===== config.mk =====
export PLATFORM = sky130hd
export DESIGN_NAME = plus_glue_top
export DESIGN_NICKNAME = d
export VERILOG_FILES = /design/src/mem_map_pkg.sv /design/src/cpu_bus_pkg.sv /design/src/download_port.sv /design/src/disk_image_detect.sv /design/src/reset_stretch.sv /design/src/bus_ack.sv /design/src/mem_port_mux.sv /design/src/plus_glue_top.sv
export SDC_FILE = /design/constraint.sdc
export NUM_CORES = 1
export LEC_CHECK = 0
export BUFFER_PORTS_ARGS = -buffer_cell sky130_fd_sc_hd__buf_2
export CAP_MARGIN = 20
export CORE_ASPECT_RATIO = 1.25
export CORE_UTILIZATION = 40
export DETAILED_ROUTE_END_ITERATION = 6
export PLACE_DENSITY = 0.82
export SYNTH_ARGS = -nofsm -noshare
export SYNTH_HDL_FRONTEND = slang
export SYNTH_SLANG_ARGS = --single-unit

===== constraint.sdc =====
create_clock -name clk32 -period 2.28 [get_ports clk32]
set_clock_uncertainty 0.2 [all_clocks]
set_input_delay 0.456 -clock clk32 [delete_from_list [all_inputs] [get_ports clk32]]
set_output_delay 0.456 -clock clk32 [all_outputs]
set_load 0.01 [all_outputs]

===== src/mem_map_pkg.sv =====
// memory map package: download and SDRAM widths, floppy image sizes, region offsets
package mem_map_pkg;

	// ----------------------------------------------------------------------
	// widths that carry a meaning
	// ----------------------------------------------------------------------
	typedef logic [7:0]  byte_t;       // one download byte
	typedef logic [23:0] dl_addr_t;    // download byte address
	typedef logic [20:0] word_addr_t;  // 16 bit word address, 4 MB space
	typedef logic [24:0] sdram_addr_t; // full SDRAM word address
	typedef logic [15:0] word_t;

	// upper SDRAM address bits above a word address
	localparam int REGION_W = $bits(sdram_addr_t) - $bits(word_addr_t);

	// download index codes
	localparam logic [4:0] IDX_ROM      = 5'd0;
	localparam logic [4:0] IDX_DISK_INT = 5'd1;
	localparam logic [4:0] IDX_DISK_EXT = 5'd2;

	// disk images sit behind the os rom
	localparam word_addr_t DISK_INT_BASE = 21'h080000; // 512k words
	localparam word_addr_t DISK_EXT_BASE = 21'h100000; // 1M words

	// last word of a good image, 819200 and 409600 bytes
	localparam logic [22:0] DS_LAST_WORD = 23'd409599;
	localparam logic [22:0] SS_LAST_WORD = 23'd204799;

	localparam logic [REGION_W-1:0] DL_REGION  = 4'b0001;
	localparam logic [REGION_W-1:0] ROM_REGION = 4'b0001; // rom lives where it was loaded

	localparam word_t READ_BLANK = 16'hffff; // keeps the screen black while loading

endpackage


===== src/cpu_bus_pkg.sv =====
// 68000 bus package: function codes, address areas, configuration and reset hold
package cpu_bus_pkg;

	// ----------------------------------------------------------------------
	// bus fields
	// ----------------------------------------------------------------------
	typedef logic [2:0] fc_t;   // function code
	typedef logic [2:0] area_t; // address bits 23:21

	localparam fc_t FC_INT_ACK = 3'd7; // cpu space, interrupt acknowledge

	// autovector and 6522/peripheral area at the top of the map
	localparam area_t AREA_VPA = 3'd7;

	// ----------------------------------------------------------------------
	// configuration choices from the menu
	// ----------------------------------------------------------------------
	typedef logic       mem_cfg_t; // 1MB or 4MB
	typedef logic [1:0] cpu_cfg_t; // 68000, 68010, 68020

	// roughly 8 ms of extra reset at an 8 MHz tick
	localparam logic [15:0] RESET_HOLD = 16'd65535;

endpackage


===== src/download_port.sv =====
// download port: places rom and disk image bytes into memory words with a held write strobe
`timescale 1ns/1ps

module download_port (
	input  logic                    clk32,
	input  logic                    rst,
	input  logic                    dl_busy,
	input  logic                    dl_slot,
	input  logic [4:0]              dl_index,
	input  mem_map_pkg::dl_addr_t   dl_addr,
	input  mem_map_pkg::byte_t      dl_data,
	input  logic                    dl_wr,
	output logic                    dl_active,
	output logic                    rom_loading,
	output mem_map_pkg::word_addr_t dl_word,
	output mem_map_pkg::word_t      dl_din,
	output logic [1:0]              dl_ds,
	output logic                    dl_we
);

	logic                    active_d;    // dl_active one edge ago
	logic                    cycle_end;   // falling edge of the download cycle
	logic                    wr_pending;
	mem_map_pkg::word_addr_t byte_word;

	assign dl_active   = dl_busy & dl_slot;
	assign rom_loading = dl_busy & (dl_index == mem_map_pkg::IDX_ROM);
	assign cycle_end   = active_d & ~dl_active;

	// ----------------------------------------------------------------------
	// address and lane mapping
	// ----------------------------------------------------------------------
	assign byte_word = dl_addr[21:1]; // addr counts bytes

	always_comb begin
		case (dl_index)
			mem_map_pkg::IDX_ROM:      dl_word = byte_word;
			mem_map_pkg::IDX_DISK_INT: dl_word = byte_word + mem_map_pkg::DISK_INT_BASE;
			default:                   dl_word = byte_word + mem_map_pkg::DISK_EXT_BASE;
		endcase
	end

	assign dl_din = {dl_data, dl_data};       // same byte on both lanes
	assign dl_ds  = {~dl_addr[0], dl_addr[0]}; // even byte is the upper lane

	// write flag lives until the memory has seen a whole download cycle
	always_ff @(posedge clk32) begin
		if (rst) begin
			active_d   <= 1'b0;
			wr_pending <= 1'b0;
		end else begin
			active_d <= dl_active;
			if (dl_wr)
				wr_pending <= 1'b1; // a new byte wins over the clear
			else if (cycle_end)
				wr_pending <= 1'b0;
		end
	end

	assign dl_we = wr_pending & dl_active;

	a_we_in_cycle: assert property (@(posedge clk32) disable iff (rst)
		dl_we |-> (dl_busy && dl_slot));

endmodule


===== src/disk_image_detect.sv =====
// floppy image detection latching single or double sided per drive when a download ends
`timescale 1ns/1ps

module disk_image_detect (
	input  logic                  clk32,
	input  logic                  rst,
	input  logic                  dl_busy,
	input  logic [4:0]            dl_index,
	input  mem_map_pkg::dl_addr_t dl_addr,
	input  logic [1:0]            eject,
	output logic [1:0]            inserted,
	output logic [1:0]            double_sided
);

	logic        busy_d;
	logic        dl_end;
	logic [1:0]  drive_sel;    // bit 0 internal, bit 1 external
	logic [22:0] last_word;
	logic        size_ds;
	logic        size_ss;
	logic [1:0]  ds_flag;
	logic [1:0]  ss_flag;

	assign dl_end    = busy_d & ~dl_busy;
	assign drive_sel = {dl_index == mem_map_pkg::IDX_DISK_EXT,
		dl_index == mem_map_pkg::IDX_DISK_INT};

	// final word address of the image
	assign last_word = dl_addr[23:1];
	assign size_ds   = (last_word == mem_map_pkg::DS_LAST_WORD);
	assign size_ss   = (last_word == mem_map_pkg::SS_LAST_WORD);

	always_ff @(posedge clk32) begin
		if (rst) begin
			busy_d  <= 1'b0;
			ds_flag <= 2'b00;
			ss_flag <= 2'b00;
		end else begin
			busy_d <= dl_busy;
			for (int d = 0; d < 2; d++) begin
				if (eject[d]) begin
					ds_flag[d] <= 1'b0; // os ejected the disk
					ss_flag[d] <= 1'b0;
				end else if (dl_end && drive_sel[d]) begin
					ds_flag[d] <= size_ds; // unknown size clears both
					ss_flag[d] <= size_ss;
				end
			end
		end
	end

	assign inserted     = ds_flag | ss_flag;
	assign double_sided = ds_flag;

	a_one_kind: assert property (@(posedge clk32) disable iff (rst)
		(ds_flag & ss_flag) == 2'b00);

endmodule


===== src/reset_stretch.sv =====
// reset stretcher: holds the system in reset for a fixed count after any reset source
`timescale 1ns/1ps

module reset_stretch (
	input  logic                  clk32,
	input  logic                  rst,
	input  logic                  tick,
	input  logic                  pll_locked,
	input  logic                  osd_reset,
	input  logic                  button_reset,
	input  logic                  rom_loading,
	input  cpu_bus_pkg::mem_cfg_t mem_cfg,
	input  cpu_bus_pkg::cpu_cfg_t cpu_cfg,
	input  logic                  cpu_reset_out_n,
	output logic                  system_reset_n
);

	cpu_bus_pkg::mem_cfg_t last_mem;
	cpu_bus_pkg::cpu_cfg_t last_cpu;
	logic [15:0]           hold_cnt;
	logic                  cfg_change;
	logic                  any_source;

	assign cfg_change = (last_mem != mem_cfg) || (last_cpu != cpu_cfg);

	// everything that restarts the machine
	assign any_source = ~pll_locked | osd_reset | button_reset | rom_loading |
		cfg_change | ~cpu_reset_out_n; // reset instruction from the cpu

	always_ff @(posedge clk32) begin
		if (rst) begin
			last_mem <= mem_cfg;
			last_cpu <= cpu_cfg;
			hold_cnt <= cpu_bus_pkg::RESET_HOLD;
		end else if (tick) begin
			last_mem <= mem_cfg;
			last_cpu <= cpu_cfg;
			if (any_source)
				hold_cnt <= cpu_bus_pkg::RESET_HOLD;
			else if (hold_cnt != 16'd0)
				hold_cnt <= hold_cnt - 16'd1;
		end
	end

	assign system_reset_n = (hold_cnt == 16'd0);

endmodule


===== src/bus_ack.sv =====
// bus acknowledge: DTACK and VPA for the 68000, turbo speed latch and cpu clock enables
`timescale 1ns/1ps

module bus_ack (
	input  logic               clk32,
	input  logic               rst,
	input  logic               cpu_reset_n,
	input  logic               as_n,
	input  cpu_bus_pkg::fc_t   fc,
	input  cpu_bus_pkg::area_t area,
	input  logic               cpu_slot,
	input  logic               select_ram,
	input  logic               select_rom,
	input  logic               turbo,
	input  logic               en8_p,
	input  logic               en8_n,
	input  logic               en16_p,
	input  logic               en16_n,
	output logic               dtack_n,
	output logic               vpa_n,
	output logic               cpu_en_p,
	output logic               cpu_en_n
);

	logic cpu_slot_d;
	logic slot_start;   // first clock of a cpu bus slot
	logic dtack_en;
	logic speed;        // 1 = 16 MHz
	logic int_ack;
	logic vpa_area;

	assign slot_start = cpu_slot & ~cpu_slot_d;

	// ----------------------------------------------------------------------
	// turbo dtack enable and speed latch
	// ----------------------------------------------------------------------
	always_ff @(posedge clk32) begin
		if (rst) begin
			cpu_slot_d <= 1'b0;
			dtack_en   <= 1'b0;
			speed      <= 1'b0;
		end else if (!cpu_reset_n) begin
			cpu_slot_d <= cpu_slot;
			dtack_en   <= 1'b0;
			speed      <= turbo;
		end else begin
			cpu_slot_d <= cpu_slot;
			if (as_n)
				dtack_en <= 1'b0;
			else if (slot_start || (!select_ram && !select_rom))
				dtack_en <= 1'b1; // memory access lines up with a slot

			// switch only between bus cycles and on a common phase
			if (as_n && en8_n && en16_n)
				speed <= turbo;
		end
	end

	// ----------------------------------------------------------------------
	// acknowledges
	// ----------------------------------------------------------------------
	assign int_ack  = (fc == cpu_bus_pkg::FC_INT_ACK);
	assign vpa_area = (area == cpu_bus_pkg::AREA_VPA);

	assign vpa_n   = int_ack ? 1'b0 : ~(~as_n & vpa_area); // autovector
	assign dtack_n = ~(~as_n & ~vpa_area & ~int_ack) | (turbo & ~dtack_en);

	assign cpu_en_p = speed ? en16_p : en8_p;
	assign cpu_en_n = speed ? en16_n : en8_n;

	a_ack_excl: assert property (@(posedge clk32) disable iff (rst)
		!(!dtack_n && !vpa_n));

endmodule


===== src/mem_port_mux.sv =====
// memory port mux: picks download or cpu request for the SDRAM and shapes read data
`timescale 1ns/1ps

module mem_port_mux (
	input  logic                     dl_active,
	input  mem_map_pkg::word_addr_t  dl_word,
	input  mem_map_pkg::word_t       dl_din,
	input  logic [1:0]               dl_ds,
	input  logic                     dl_we,
	input  mem_map_pkg::word_addr_t  mem_word,
	input  logic                     mem_byte_odd,
	input  logic                     rom_oe_n,
	input  logic                     ram_oe_n,
	input  logic                     ram_we_n,
	input  logic                     uds_n,
	input  logic                     lds_n,
	input  mem_map_pkg::word_t       cpu_dout,
	input  logic [1:0]               disk_ack,
	input  mem_map_pkg::word_t       sdram_dout,
	output mem_map_pkg::sdram_addr_t sdram_addr,
	output mem_map_pkg::word_t       sdram_din,
	output logic [1:0]               sdram_ds,
	output logic                     sdram_we,
	output logic                     sdram_oe,
	output mem_map_pkg::word_t       read_data
);

	logic [mem_map_pkg::REGION_W-1:0] cpu_region;
	mem_map_pkg::word_t               disk_byte; // byte wide image, doubled

	assign cpu_region = rom_oe_n ? '0 : mem_map_pkg::ROM_REGION;

	// ----------------------------------------------------------------------
	// request side
	// ----------------------------------------------------------------------
	always_comb begin
		if (dl_active) begin
			sdram_addr = {mem_map_pkg::DL_REGION, dl_word};
			sdram_din  = dl_din;
			sdram_ds   = dl_ds;
			sdram_we   = dl_we;
			sdram_oe   = 1'b0; // writes only
		end else begin
			sdram_addr = {cpu_region, mem_word};
			sdram_din  = cpu_dout;
			sdram_ds   = {~uds_n, ~lds_n};
			sdram_we   = ~ram_we_n;
			sdram_oe   = ~ram_oe_n | ~rom_oe_n;
		end
	end

	// ----------------------------------------------------------------------
	// read side
	// ----------------------------------------------------------------------
	assign disk_byte = mem_byte_odd ? {sdram_dout[7:0], sdram_dout[7:0]}
		: {sdram_dout[15:8], sdram_dout[15:8]};

	always_comb begin
		if (dl_active)
			read_data = mem_map_pkg::READ_BLANK;
		else if (|disk_ack)
			read_data = disk_byte; // floppy controller reads bytes
		else
			read_data = sdram_dout;
	end

endmodule


===== src/plus_glue_top.sv =====
// glue top: download, disk detect, reset, bus acknowledge and memory port of the core
`timescale 1ns/1ps

module plus_glue_top (
	input  logic                     clk32,
	input  logic                     rst,
	// download source
	input  logic                     dl_busy,
	input  logic                     dl_slot,
	input  logic [4:0]               dl_index,
	input  mem_map_pkg::dl_addr_t    dl_addr,
	input  mem_map_pkg::byte_t       dl_data,
	input  logic                     dl_wr,
	// floppy
	input  logic [1:0]               eject,
	output logic [1:0]               inserted,
	output logic [1:0]               double_sided,
	// reset sources
	input  logic                     tick,
	input  logic                     pll_locked,
	input  logic                     osd_reset,
	input  logic                     button_reset,
	input  cpu_bus_pkg::mem_cfg_t    mem_cfg,
	input  cpu_bus_pkg::cpu_cfg_t    cpu_cfg,
	input  logic                     cpu_reset_out_n,
	output logic                     system_reset_n,
	// cpu bus
	input  logic                     cpu_reset_n,
	input  logic                     as_n,
	input  cpu_bus_pkg::fc_t         fc,
	input  cpu_bus_pkg::area_t       area,
	input  logic                     cpu_slot,
	input  logic                     select_ram,
	input  logic                     select_rom,
	input  logic                     turbo,
	input  logic                     en8_p,
	input  logic                     en8_n,
	input  logic                     en16_p,
	input  logic                     en16_n,
	output logic                     dtack_n,
	output logic                     vpa_n,
	output logic                     cpu_en_p,
	output logic                     cpu_en_n,
	// memory request from the address decoder
	input  mem_map_pkg::word_addr_t  mem_word,
	input  logic                     mem_byte_odd,
	input  logic                     rom_oe_n,
	input  logic                     ram_oe_n,
	input  logic                     ram_we_n,
	input  logic                     uds_n,
	input  logic                     lds_n,
	input  mem_map_pkg::word_t       cpu_dout,
	input  logic [1:0]               disk_ack,
	// sdram port
	input  mem_map_pkg::word_t       sdram_dout,
	output mem_map_pkg::sdram_addr_t sdram_addr,
	output mem_map_pkg::word_t       sdram_din,
	output logic [1:0]               sdram_ds,
	output logic                     sdram_we,
	output logic                     sdram_oe,
	output mem_map_pkg::word_t       read_data
);

	logic                    dl_active;
	logic                    rom_loading;
	mem_map_pkg::word_addr_t dl_word;
	mem_map_pkg::word_t      dl_din;
	logic [1:0]              dl_ds;
	logic                    dl_we;

	download_port i_download_port (
		.clk32       (clk32),
		.rst         (rst),
		.dl_busy     (dl_busy),
		.dl_slot     (dl_slot),
		.dl_index    (dl_index),
		.dl_addr     (dl_addr),
		.dl_data     (dl_data),
		.dl_wr       (dl_wr),
		.dl_active   (dl_active),
		.rom_loading (rom_loading),
		.dl_word     (dl_word),
		.dl_din      (dl_din),
		.dl_ds       (dl_ds),
		.dl_we       (dl_we)
	);

	disk_image_detect i_disk_image_detect (
		.clk32        (clk32),
		.rst          (rst),
		.dl_busy      (dl_busy),
		.dl_index     (dl_index),
		.dl_addr      (dl_addr),
		.eject        (eject),
		.inserted     (inserted),
		.double_sided (double_sided)
	);

	reset_stretch i_reset_stretch (
		.clk32           (clk32),
		.rst             (rst),
		.tick            (tick),
		.pll_locked      (pll_locked),
		.osd_reset       (osd_reset),
		.button_reset    (button_reset),
		.rom_loading     (rom_loading),
		.mem_cfg         (mem_cfg),
		.cpu_cfg         (cpu_cfg),
		.cpu_reset_out_n (cpu_reset_out_n),
		.system_reset_n  (system_reset_n)
	);

	bus_ack i_bus_ack (
		.clk32       (clk32),
		.rst         (rst),
		.cpu_reset_n (cpu_reset_n),
		.as_n        (as_n),
		.fc          (fc),
		.area        (area),
		.cpu_slot    (cpu_slot),
		.select_ram  (select_ram),
		.select_rom  (select_rom),
		.turbo       (turbo),
		.en8_p       (en8_p),
		.en8_n       (en8_n),
		.en16_p      (en16_p),
		.en16_n      (en16_n),
		.dtack_n     (dtack_n),
		.vpa_n       (vpa_n),
		.cpu_en_p    (cpu_en_p),
		.cpu_en_n    (cpu_en_n)
	);

	mem_port_mux i_mem_port_mux (
		.dl_active    (dl_active),
		.dl_word      (dl_word),
		.dl_din       (dl_din),
		.dl_ds        (dl_ds),
		.dl_we        (dl_we),
		.mem_word     (mem_word),
		.mem_byte_odd (mem_byte_odd),
		.rom_oe_n     (rom_oe_n),
		.ram_oe_n     (ram_oe_n),
		.ram_we_n     (ram_we_n),
		.uds_n        (uds_n),
		.lds_n        (lds_n),
		.cpu_dout     (cpu_dout),
		.disk_ack     (disk_ack),
		.sdram_dout   (sdram_dout),
		.sdram_addr   (sdram_addr),
		.sdram_din    (sdram_din),
		.sdram_ds     (sdram_ds),
		.sdram_we     (sdram_we),
		.sdram_oe     (sdram_oe),
		.read_data    (read_data)
	);

endmodule


Word-level counts from Yosys, hierarchy flattened
Index checks and enable logic that the tools add are counted.
{"block": "totals", "register_bits": 29, "input_bits": 129, "output_inout_bits": 70, "elab_cells": 104}
{"block": "op_classes", "n_addsub": 3, "n_eq_ne": 9, "mux": 23, "bitwise": 36, "n_reduce_logical": 20}
{"cell": "16-bit two-way mux", "n": 6}
{"cell": "21-bit case mux with 2 select lines", "n": 1}
{"cell": "25-bit two-way mux", "n": 1}
{"cell": "23-bit by 18-bit == test with 1-bit output, second input constant", "n": 1}
{"cell": "23-bit by 19-bit == test with 1-bit output, second input constant", "n": 1}
{"cell": "21-bit by 20-bit adder with 21-bit output, second input constant", "n": 1}
{"cell": "21-bit adder, second input constant", "n": 1}
{"cell": "1-bit inverter", "n": 18}
{"cell": "16-bit logical NOT", "n": 1}
{"cell": "16-bit nonzero test", "n": 1}
{"cell": "16-bit by 1-bit subtractor with 16-bit output, second input constant", "n": 1}
{"cell": "1-bit two-way mux", "n": 12}
{"cell": "1-bit bitwise AND", "n": 10}
{"cell": "1-bit bitwise OR", "n": 7}
{"cell": "3-bit == test, second input constant", "n": 2}
{"cell": "2-bit two-way mux", "n": 3}
{"cell": "2-bit nonzero test", "n": 3}
{"cell": "2-bit OR reduction", "n": 3}
{"cell": "5-bit by 1-bit == test with 1-bit output, second input constant", "n": 1}
{"cell": "5-bit by 2-bit == test with 1-bit output, second input constant", "n": 1}
{"cell": "1-bit logical AND", "n": 5}
{"cell": "5-bit logical NOT", "n": 1}
{"cell": "3-bit OR reduction", "n": 1}
{"cell": "1-bit logical NOT", "n": 2}
{"cell": "other kinds (6)", "n": 7}

Longest topological paths before layout
Gate-level depths: netlist (run 1).
{"block": "logic_depth", "ltp_word": 8, "ltp_mapped": 9}

Modules after synthesis
Synthesis (run 1) repeated with hierarchy kept, for this count alone.
{"block": "unflattened", "hier_cells": 300, "hier_area_um2": 2811.4}
{"mod": "reset_stretch", "n_inst": 1, "cells_per_inst": 104, "area_per_inst_um2": 974.7}
{"mod": "mem_port_mux", "n_inst": 1, "cells_per_inst": 91, "area_per_inst_um2": 938.4}
{"mod": "download_port", "n_inst": 1, "cells_per_inst": 52, "area_per_inst_um2": 402.9}
{"mod": "disk_image_detect", "n_inst": 1, "cells_per_inst": 33, "area_per_inst_um2": 317.8}
{"mod": "bus_ack", "n_inst": 1, "cells_per_inst": 20, "area_per_inst_um2": 177.7}

Worst setup path after synthesis (run 1)
OpenSTA, ideal clock, no wires.
{"block": "synth_path", "path_kind": "input port to flip-flop", "startpoint": "input button_reset", "endpoint": "register i_reset_stretch.hold_cnt[12]", "setup_ns": 0.115, "t_arrival_ns": 1.690, "t_required_ns": 1.965, "path_slack_ns": 0.274, "cell_stages": 6, "path_cell_list": "and4bb_1 nand4_1 or2_1 buf_6 or3_1 a31o_1"}
{"block": "synth_between", "elab_chain_cells": 6, "elab_cells_between_ends": 7, "classes_between": "mux (1); bitwise (4); reduce/logical (2)"}
{"item": "start, declared", "line_no": "plus_glue_top.sv:22", "source": "input logic button_reset,"}
{"item": "1-bit bitwise OR * (3 in a row)", "line_no": "reset_stretch.sv:27", "source": "assign any_source = ~pll_locked | osd_reset | button_reset | rom_loading |"}
{"item": "1-bit bitwise OR *", "line_no": "reset_stretch.sv:28", "source": "cfg_change | ~cpu_reset_out_n;"}
{"item": "2-bit nonzero test (no source line)"}
{"item": "2-bit AND reduction (no source line)"}
{"item": "end signal, assigned", "line_no": "reset_stretch.sv:34", "source": "hold_cnt <= cpu_bus_pkg::RESET_HOLD;"}
{"item": "end signal, assigned", "line_no": "reset_stretch.sv:39", "source": "hold_cnt <= cpu_bus_pkg::RESET_HOLD;"}
{"item": "end signal, assigned", "line_no": "reset_stretch.sv:41", "source": "hold_cnt <= hold_cnt - 16'd1;"}
{"item": "end, declared", "line_no": "reset_stretch.sv:20", "source": "logic [15:0] hold_cnt;"}
Every way passes the cells marked *; elsewhere a longest branch is shown, timed or not.
A chain may end at the register's enable or synchronous reset.

Worst setup path after layout (run 1)
{"block": "layout_path", "startpoint": "register i_reset_stretch.hold_cnt[10]", "endpoint": "output system_reset_n"}
{"block": "layout_between", "elab_chain_cells": 1}
{"item": "16-bit logical NOT", "line_no": "reset_stretch.sv:45", "source": "assign system_reset_n = (hold_cnt == 16'd0);"}
{"item": "end, declared", "line_no": "plus_glue_top.sv:26", "source": "output logic system_reset_n,"}
Every way passes these cells.

==> results of run 1 <==
## cell families after synthesis
group	after synthesis
DFF	29
xor gates and xnor gates	5
AOI/OAI and AO/OA	41
adders and majority gates	1
and+or+nand+nor	273
other	1
muxes	6
buffers and inverters	31
## stage by stage
| step | setup WS (ns) | std cells | utilization, % | setup TNS, ns | hold WS (ns) |
|---|---|---|---|---|---|
| after detailed placement | 0.0569 | 651 | 60.1 | 0 | 0.286 |
| after global placement | 0.0956 | 651 | 60.1 | 0 | 0.271 |
| after global routing | -0.00800 | 663 | 62.6 | -0.00800 | 0.137 |
| final | 0.0548 | 663 | 62.6 | 0 | 0.138 |
| after CTS | 0.0174 | 661 | 61.9 | 0 | 0.134 |
| after floorplan | 0.274 | 389 | - | 0 | 0.252 |
## power by group through the flow
stage | combinational, mW | clock, mW | sequential (mW)
floorplan | 0.217 | 0 | 0.541
global placement | 0.454 | 0 | 0.542
detailed placement | 0.461 | 0 | 0.543
CTS | 0.463 | 0.418 | 0.532
global route | 0.512 | 0.441 | 0.532
finish | 0.465 | 0.410 | 0.531
## repair_timing
item / in CTS / in global routing
pin swaps: 2 / 2
gates resized for setup: 3 / 6
gates cloned: 0 / 0
hold endpoints to repair: 0 / 0
endpoints found under the setup margin: 1 / 2
buffers inserted: 2 / 2
## routing by layer
layer	vias to the layer above	track usage, %
met2	135	40.6
met4	2	8.38
li1	1699	-
met1	1465	31.8
met3	15	5.58
met5	-	0
## cell type report
type | instances | area, µm² | share of cell area [%]
Multi-Input combinational cell | 329 | 1730 | 47.3
Timing Repair Buffer | 208 | 1100 | 30.1
Sequential cell | 29 | 613 | 16.7
Tap cell | 82 | 103 | 2.80
Clock buffer | 6 | 72.6 | 1.98
Inverter | 7 | 31.3 | 0.853
Clock inverter | 2 | 10.0 | 0.273
## worst max-delay path by stage
stage | from | to | slack [ns] | cells after the start
2_1_floorplan | button_reset | i_reset_stretch.hold_cnt[12] | 0.27 | 6
3_3_place_gp | button_reset | i_reset_stretch.hold_cnt[12] | 0.1 | 6
3_5_place_dp | button_reset | i_reset_stretch.hold_cnt[12] | 0.06 | 6
4_1_cts | i_reset_stretch.hold_cnt[0] | system_reset_n | 0.02 | 7
5_1_grt | i_reset_stretch.hold_cnt[0] | system_reset_n | -0.008 | 7
6_report | i_reset_stretch.hold_cnt[10] | system_reset_n | 0.05 | 5
## sequential cells by signal, summed over array words and instances (netlist names)
register and count:
i_download_port.wr_pending 1, i_bus_ack.dtack_en 1, i_download_port.active_d 1, i_bus_ack.speed 1
i_reset_stretch.hold_cnt 16, i_reset_stretch.last_mem 1, i_disk_image_detect.busy_d 1, i_bus_ack.cpu_slot_d 1
i_reset_stretch.last_cpu 2, i_disk_image_detect.double_sided 2, i_disk_image_detect.ss_flag 2
## cell usage in the layout, fill, tap and decap left out, drive strengths merged, types with 7 or more instances in the layout
master | synthesis | layout
buf | 8 | 208
nand2 | 152 | 152
nor2 | 27 | 27
nand3 | 27 | 27
dfxtp | 26 | 26
nor3 | 15 | 15
a21oi | 11 | 11
o21ai | 11 | 11
nand4 | 9 | 9
or2 | 7 | 7
## worst reg2reg max path: cells and delay by family (launching register included)
kind            cells  cell delay (ns)
flops               1             0.39
xor+xnor            1             0.16
simple gates        3             0.93
compound gates      1             0.20
==> impl_metrics.yaml, run 1 <==
die:
  die_area_um2: 6470
  ios: 199
  die_y_um: 89.7
  core_region_area_um2: 5860
  start_util_pct: 42.0
  dieWidth_um: 72.1
  rows: 31
finish:
  area_growth_pct: 49.1
  fin_nets: 710
  antenna_cells: 0
  final_area_um2: 3670
  drive_gt1_share_pct: 41.1
  fillers: 521
setup_path:
  worst_path_max_delay_cell: "dfxtp_1"
  path_delay_family: "simple AND/OR/NAND/NOR gates"
  arrival_ns: 1.57
  critPathKind: "register to output pin"
  path_cells: "nor3_4 > nand3_2 > or2_4 > clkinv_4 > buf_6"
  slowest_delay_ns: 0.37
  startpoint_type: "register"
  path_buf_inv: 2
  r2r_slack_ns: 0.30
  timing.rr.end: "i_reset_stretch.hold_cnt[12]"
  r2r_cells: 5
  crit_required_ns: 1.62
  crit_path_end_kind: "output pin"
  cp_max_fo: 5
  worstReg2RegStart: "i_reset_stretch.last_mem"
min_path:
  worst_hold_path_type: "primary input to register"
  hold_end: "i_disk_image_detect.ss_flag[1]"
  min_from: "eject[1]"
  hold_depth: 2
yosys:
  synth_edf_count: 3
  synth_area_per_cell_um2: 6.36
  synthCells: 387
  ys_seq_elements: 29
  synth_most_common_cell: "nand2_1"
  synth_cell_types: 60
  ys.flop_type: "dfxtp_1"
  yosys.area_share.simple_pct: 53.1
  ys_warn_count: 0
  synth.largest_area_cell: "nand2_1"
  ys_seq_area_share_pct: 24.8
  synthArstFlopShare_pct: 0
  synth_top_family_by_area: "simple AND/OR/NAND/NOR gates"
  synth_top_area_share_pct: 23.0
  synth_compound_area_share_pct: 11.0
  synth_adder_area_share_pct: 0.509
  synthTopCellsByCount: "nand2_1 (151), dfxtp_1 (26), nand3_1 (26), nor2_1 (26), clkbuf_1 (16)"
  synth_mux_area_share_pct: 2.54
  netlist_area_um2: 2460
  synth.area.top_cells: "nand2_1 (23%), dfxtp_1 (21%), nand3_1 (5.3%)"
  synthXorXnorAreaFrac_pct: 1.78
power:
  netSwitchingFraction_pct: 32.4
  intPower_mw: 0.950
  ir_drop_mv: 0.228
  power_switching_mw: 0.456
  power_mw: 1.41
  p_leak_nw: 1.98
  p_comb_share_pct: 33.1
  share_seq_of_total_power_pct: 37.8
  power.share.clock_pct: 29.1
  power_density_nw_per_um2: 383
sta:
  period_needed_ns: 2.23
  clock.fmax_mhz: 449
  max_slew_margin_pct: 60.9
  drv_slew: 0
  period_share_pct: 97.6
  tightest_slew_ns: 0.585
  hold_violations: 0
  rsz0062_at_grt: "true"
  setup_viol: 0
clocking:
  cts.sinks: 29
  cts_tree: "built"
  clk_pin_slew_ns: 0.07
  h-tree-depth: 2
  clk_latency_ns: 0.28
  cts_root_buffer: "clkbuf_8"
  cts_buffers: 5
  postCtsHoldBufs: 0
  cts_buffer_depth: 2
global_route:
  antenna_found_initial: 1
  grt_overflow: 0
  globalRouteTotalUtil_pct: 24.6
  grt_max_degree: 46
  grt_pass1_wl_um: 12500
  grt_pass1_vias: 2789
placement:
  place_area_um2: 3520
  port_buffers: 195
  gp_congestion: 0.952
  dp_hpwl_um: 6990
routing:
  vias_per_cell: 5.00
  wl_met1_um: 3470
  wl_met3_um: 860
  vias: 3316
  drc: 0
  detail-route-antenna-nets: 0
  detail_route.iter0.violations: 221
  wirelength_um: 8740
  wl_met2_um: 4250
  top_layer_used: "met5"
  dr.pass1.iters: 4
  wire_per_inst_um: 13.2
flow_run:
  max_cap_viol_count: 0
outcome:
  outcome: "finished, final reports clean"
No activity file was read; power rests on OpenSTA's default activity.
==> run 2: changes to the inputs <==
--- a/config.mk
+++ b/config.mk
@@ -7,10 +7,12 @@
 export LEC_CHECK = 0
 export BUFFER_PORTS_ARGS = -buffer_cell sky130_fd_sc_hd__buf_2
 export CAP_MARGIN = 20
+export CELL_PAD_IN_SITES_DETAIL_PLACEMENT = 1
+export CELL_PAD_IN_SITES_GLOBAL_PLACEMENT = 1
 export CORE_ASPECT_RATIO = 1.25
-export CORE_UTILIZATION = 40
+export CORE_UTILIZATION = 25
 export DETAILED_ROUTE_END_ITERATION = 6
-export PLACE_DENSITY = 0.82
+export PLACE_DENSITY_LB_ADDON = 0.1
 export SYNTH_ARGS = -nofsm -noshare
 export SYNTH_HDL_FRONTEND = slang
 export SYNTH_SLANG_ARGS = --single-unit
==> impl_metrics.yaml, run 2 (synthesized netlist as in run 1, its figures left out) <==
routing:
  detail_route.iter0.violations: 107
  drc: 0
  wirelength_um: 10400
  vias_per_cell: 4.78
  dr.pass1.iters: 4
  vias: 3400
  wire_per_inst_um: 14.7
  detail-route-antenna-nets: 0
finish:
  top_register: "i_reset_stretch.hold_cnt"
  mostFrequentLayoutCells: "buf_2 (195), nand2_1 (150), nor2_1 (26), nand3_1 (26), dfxtp_1 (26)"
  final_cells: 711
  seqCellArea_um2: 611
  fin_nets: 714
  final_common_cell: "buf_2"
  final_core_util_pct: 39.5
  area_growth_pct: 54.1
  drive_gt1_share_pct: 41.2
  fillers: 1330
  largest_reg_flops: 16
  antenna_cells: 0
  multiInputGateArea_um2: 1720
global_route:
  grt_pass1_wl_um: 16300
  grt_pass1_vias: 3491
  globalRouteTotalUtil_pct: 19.7
  grt_overflow: 0
  antenna_found_initial: 1
  grt_max_degree: 42
outcome:
  outcome: "finished, final reports clean"
power:
  p_leak_nw: 2.02
  ir_drop_mv: 0.270
  power_switching_mw: 0.489
  netSwitchingFraction_pct: 29.9
  p_comb_share_pct: 29.5
  intPower_mw: 1.14
  power.share.clock_pct: 37.9
  share_seq_of_total_power_pct: 32.6
  power_density_nw_per_um2: 431
setup_path:
  worstReg2RegStart: "i_reset_stretch.last_cpu[1]"
  crit_path_end_kind: "output pin"
  startpoint_type: "register"
  arrival_ns: 1.58
  critPathKind: "register to output pin"
  r2r_cells: 5
  cp_max_fo: 5
  timing.rr.end: "i_reset_stretch.hold_cnt[12]"
  r2r_slack_ns: 0.27
  crit_required_ns: 1.62
sta:
  tightest_slew_ns: 0.603
  drv_slew: 0
  period_needed_ns: 2.24
  max_slew_margin_pct: 59.8
  setup_ws_ns: 0.0408
  whs_ns: 0.155
  rsz0062_at_grt: "true"
  setup_viol: 0
  period_share_pct: 98.2
  setup_tns_ns: 0
  clock.fmax_mhz: 447
  hold_violations: 0
clocking:
  cts_tree: "built"
  cts_buffers: 5
  clk_latency_ns: 0.27
  postCtsHoldBufs: 0
  cts_root_buffer: "clkbuf_16"
  cts_buffer_depth: 2
  clk_pin_slew_ns: 0.05
  cts.sinks: 29
  h-tree-depth: 2
min_path:
  hold_depth: 2
  hold_end: "i_disk_image_detect.double_sided[0]"
  min_from: "eject[0]"
  worst_hold_path_type: "primary input to register"
die:
  ios: 199
  dieWidth_um: 90.7
  core_region_area_um2: 9610
  die_area_um2: 10200
  die_y_um: 113
  rows: 40
  start_util_pct: 25.6
placement:
  dpl.cell_count: 702
  dp_hpwl_um: 8630
  port_buffers: 195
  gp_congestion: 0.791
  pre_cts_slack_ns: 0.00881
flow_run:
  max_cap_viol_count: 0
run 2: area by class of cell:
type	count	area share [%]
flip-flops and latches	29	16.1
clock inverters	2	0.264
well taps	126	4.16
multi-input cells	329	45.5
inverters	7	0.825
repair buffers	212	29.8
clock buffers	6	3.40
run 2: critical path, stage by stage, from the launching register on:
cell and delay, ns:
dfxtp_1 0.33, inv_2 0.08, ha_4 0.14, nor3b_4 0.22, nand2_2 0.08, or2_4 0.28, clkinv_4 0.07, buf_2 0.12
run 2: repair_timing:
action / CTS / global route
setup endpoints to repair: 1 / 2
pin swaps: 1 / 0
gates resized for setup: 3 / 3
setup buffers: 1 / 0
cloned: 0 / 0
run 2: layer usage:
metal / vias to the layer above / GRT usage [%] / routed length (µm)
met5: - / 0 / 10
met4: 2 / 4.52 / 138
met3: 12 / 4.70 / 666
met2: 112 / 37.7 / 5550
met1: 1571 / 21.5 / 4060
li1: 1703 / - / -
run 2: stage by stage:
stage	total power, mW	area (µm²)
after floorplan	0.758	2470
after global placement	1.02	3630
after detailed placement	1.03	3630
after CTS	1.66	3790
after global routing	1.72	3790
final	1.63	3790
run 2: power groups by stage:
| stage | registers (mW) | clock network [mW] | logic (mW) |
|---|---|---|---|
| 4_1_cts | 0.532 | 0.637 | 0.489 |
| 2_1_floorplan | 0.541 | 0 | 0.217 |
| 6_report | 0.532 | 0.619 | 0.482 |
| 3_3_place_gp | 0.543 | 0 | 0.479 |
| 3_5_place_dp | 0.542 | 0 | 0.487 |
| 5_1_grt | 0.533 | 0.653 | 0.531 |
run 2: how the worst max path moves through the flow:
stage | depth (start not counted) | endpoint | from | slack (ns)
3_5_place_dp | 6 | i_reset_stretch.hold_cnt[12] | button_reset | 0.009
4_1_cts | 7 | system_reset_n | i_reset_stretch.hold_cnt[0] | 0.005
5_1_grt | 7 | system_reset_n | i_reset_stretch.hold_cnt[1] | -0.02
3_3_place_gp | 7 | sdram_addr[19] | dl_index[4] | 0.04
6_report | 7 | system_reset_n | i_reset_stretch.hold_cnt[1] | 0.04
2_1_floorplan | 6 | i_reset_stretch.hold_cnt[12] | button_reset | 0.27
==> run 3: changes to the inputs <==
--- a/config.mk
+++ b/config.mk
@@ -5,12 +5,13 @@
 export SDC_FILE = /design/constraint.sdc
 export NUM_CORES = 1
 export LEC_CHECK = 0
+export ABC_AREA = 1
 export BUFFER_PORTS_ARGS = -buffer_cell sky130_fd_sc_hd__buf_2
 export CAP_MARGIN = 20
 export CELL_PAD_IN_SITES_DETAIL_PLACEMENT = 1
 export CELL_PAD_IN_SITES_GLOBAL_PLACEMENT = 1
 export CORE_ASPECT_RATIO = 1.25
-export CORE_UTILIZATION = 25
+export CORE_UTILIZATION = 27
 export DETAILED_ROUTE_END_ITERATION = 6
 export PLACE_DENSITY_LB_ADDON = 0.1
 export SYNTH_ARGS = -nofsm -noshare
==> constraint.sdc (replaced) <==
create_clock -name clk32 -period 2.87 [get_ports clk32]
set_clock_uncertainty 0.2 [all_clocks]
set_input_delay 0.574 -clock clk32 [delete_from_list [all_inputs] [get_ports clk32]]
set_output_delay 0.574 -clock clk32 [all_outputs]
set_load 0.01 [all_outputs]
==> impl_metrics.yaml, run 3 <==
placement:
  gp_congestion: 0.861
  dp_hpwl_um: 10500
  port_buffers: 195
  pre_cts_slack_ns: 0.383
finish:
  seqCellArea_um2: 611
  multiInputGateArea_um2: 1720
  largest_reg_flops: 16
  final_core_util_pct: 42.0
  drive_gt1_share_pct: 34.4
  fillers: 1348
  final_common_cell: "nand2_1"
  top_register: "i_reset_stretch.hold_cnt"
  mostFrequentLayoutCells: "nand2_1 (200), buf_2 (195), inv_1 (51)"
  fin_nets: 798
  area_growth_pct: 48.3
die:
  ios: 199
  dieWidth_um: 90.2
  die_area_um2: 10100
  rows: 39
  start_util_pct: 28.3
  core_region_area_um2: 9270
  die_y_um: 112
setup_path:
  critPathKind: "primary input to output pin"
  crit_required_ns: 2.10
  crit_path_end_kind: "output pin"
  cp_max_fo: 5
  startpoint_type: "primary input"
  arrival_ns: 1.73
clocking:
  clk_pin_slew_ns: 0.05
  cts_root_buffer: "clkbuf_16"
  cts_setup_buffers: 0
  post_cts_resized: 0
  cts_buffer_depth: 2
  postCtsHoldBufs: 0
  clk_latency_ns: 0.28
  cts.sinks: 29
  cts_buffers: 5
  cts_tree: "built"
  h-tree-depth: 2
routing:
  vias_per_cell: 4.72
  wirelength_um: 12400
  wire_per_inst_um: 15.6
  detail-route-antenna-nets: 0
  drc: 0
  detail_route.iter0.violations: 97
  vias: 3757
  dr.pass1.iters: 6
yosys:
  synth.area.top_cells: "nand2_1 (29%), dfxtp_1 (20%), nand3_1 (8.8%)"
  ys_seq_area_share_pct: 23.2
  synth_most_common_cell: "nand2_1"
  synth_top_area_share_pct: 28.6
  ys_warn_count: 0
  ys.flop_type: "dfxtp_1"
  synthCells: 475
  synthArstFlopShare_pct: 0
  synth_edf_count: 3
  synthTopCellsByCount: "nand2_1 (200), inv_1 (51), nand3_1 (46)"
  ys_seq_elements: 29
  synth.largest_area_cell: "nand2_1"
  synth_cell_types: 36
  synth_area_per_cell_um2: 5.53
  netlist_area_um2: 2630
sta:
  setup_tns_ns: 0
  whs_ns: 0.285
  clock.fmax_mhz: 400
  hold_violations: 0
  setup_viol: 0
  rsz0062_at_grt: "false"
  tightest_slew_ns: 0.507
  period_needed_ns: 2.50
  drv_slew: 0
  max_slew_margin_pct: 65.9
  setup_ws_ns: 0.369
  period_share_pct: 87.2
flow_run:
  max_cap_viol_count: 0
min_path:
  worst_hold_path_type: "register to register"
global_route:
  globalRouteTotalUtil_pct: 24.8
  grt_overflow: 0
  gr-usage-met2_pct: 45.6
  grt_max_degree: 49
  grtUsageMet1_pct: 29.8
  grt-busiest-layer: "met2"
  antenna_found_initial: 1
  use_met3_pct: 4.67
  grt_pass1_vias: 3805
  grt_pass1_wl_um: 19900
power:
  power_density_nw_per_um2: 380
  p_leak_nw: 2.28
  ir_drop_mv: 0.312
outcome:
  outcome: "finished, final reports clean"
run 3: cell count changes after synthesis, sizes merged, moves of 5 or more:
cell and change:
nor4 -5, inv +45, nor2 +22, and3 -5, nand4b -6, nand3 +21
o21ai +20, clkbuf -7, nor3 -11, nand2 +51
run 3: cell families after synthesis:
logic type                 after synthesis  share of synthesized area [%]
and+or+nand+nor                        314                           51.2
buffers and inverters                   71                           11.6
AOI/OAI and AO/OA                       54                           11.6
DFF                                     29                           23.2
xor gates and xnor gates                 4                           1.33
adders and majority gates                1                          0.476
other                                    1                          0.143
muxes                                    1                          0.429
run 3: area by class of cell:
cell class                      instances  share of cell area (%)
Multi-Input combinational cell        377                    44.2
Timing Repair Buffer                  202                    26.4
Sequential cell                        29                    15.7
Clock inverter                          1                   0.771
Tap cell                              123                    3.95
Clock buffer                            7                    3.66
Antenna cell                            4                   0.257
Inverter                               53                    5.11
run 3: worst paths after layout:
path	start	endpoint	slack, ns	depth (start not counted)
worst max-delay path	dl_index[3]	sdram_addr[19]	0.37	6
worst min-delay path	i_reset_stretch.hold_cnt[0]	i_reset_stretch.hold_cnt[0]	0.28	2
worst max register to register	i_reset_stretch.hold_cnt[0]	i_reset_stretch.hold_cnt[11]	0.93	8
worst min register to register	i_reset_stretch.hold_cnt[0]	i_reset_stretch.hold_cnt[0]	0.28	2
run 3: routing by layer:
layer	up-vias	share of wire, %	wire length, µm
met1	1736	41	5100
met4	2	1.4	168
met3	14	6.4	794
li1	1883	-	-
met2	122	51	6320
met5	-	0.13	16
run 3: through the flow:
| step | cells | power (mW) | area, µm² |
|---|---|---|---|
| floorplan | 477 | 0.662 | 2630 |
| global placement | 784 | 0.864 | 3710 |
| detailed placement | 784 | 0.878 | 3710 |
| CTS | 792 | 1.49 | 3880 |
| global route | 792 | 1.56 | 3880 |
| finish | 796 | 1.48 | 3890 |
run 3: where the power goes:
part	total (mW)	switching (mW)	internal (mW)
clock	0.612	0.180	0.433
combinational	0.419	0.240	0.179
sequential	0.449	0.0182	0.430
total	1.48	0.438	1.04
run 3: worst max-delay path, stage by stage:
cell,delay (ns)
buf_2,0.10
nor2_1,0.31
nand3_1,0.22
xor2_1,0.21
o21ai_0,0.16
buf_2,0.15
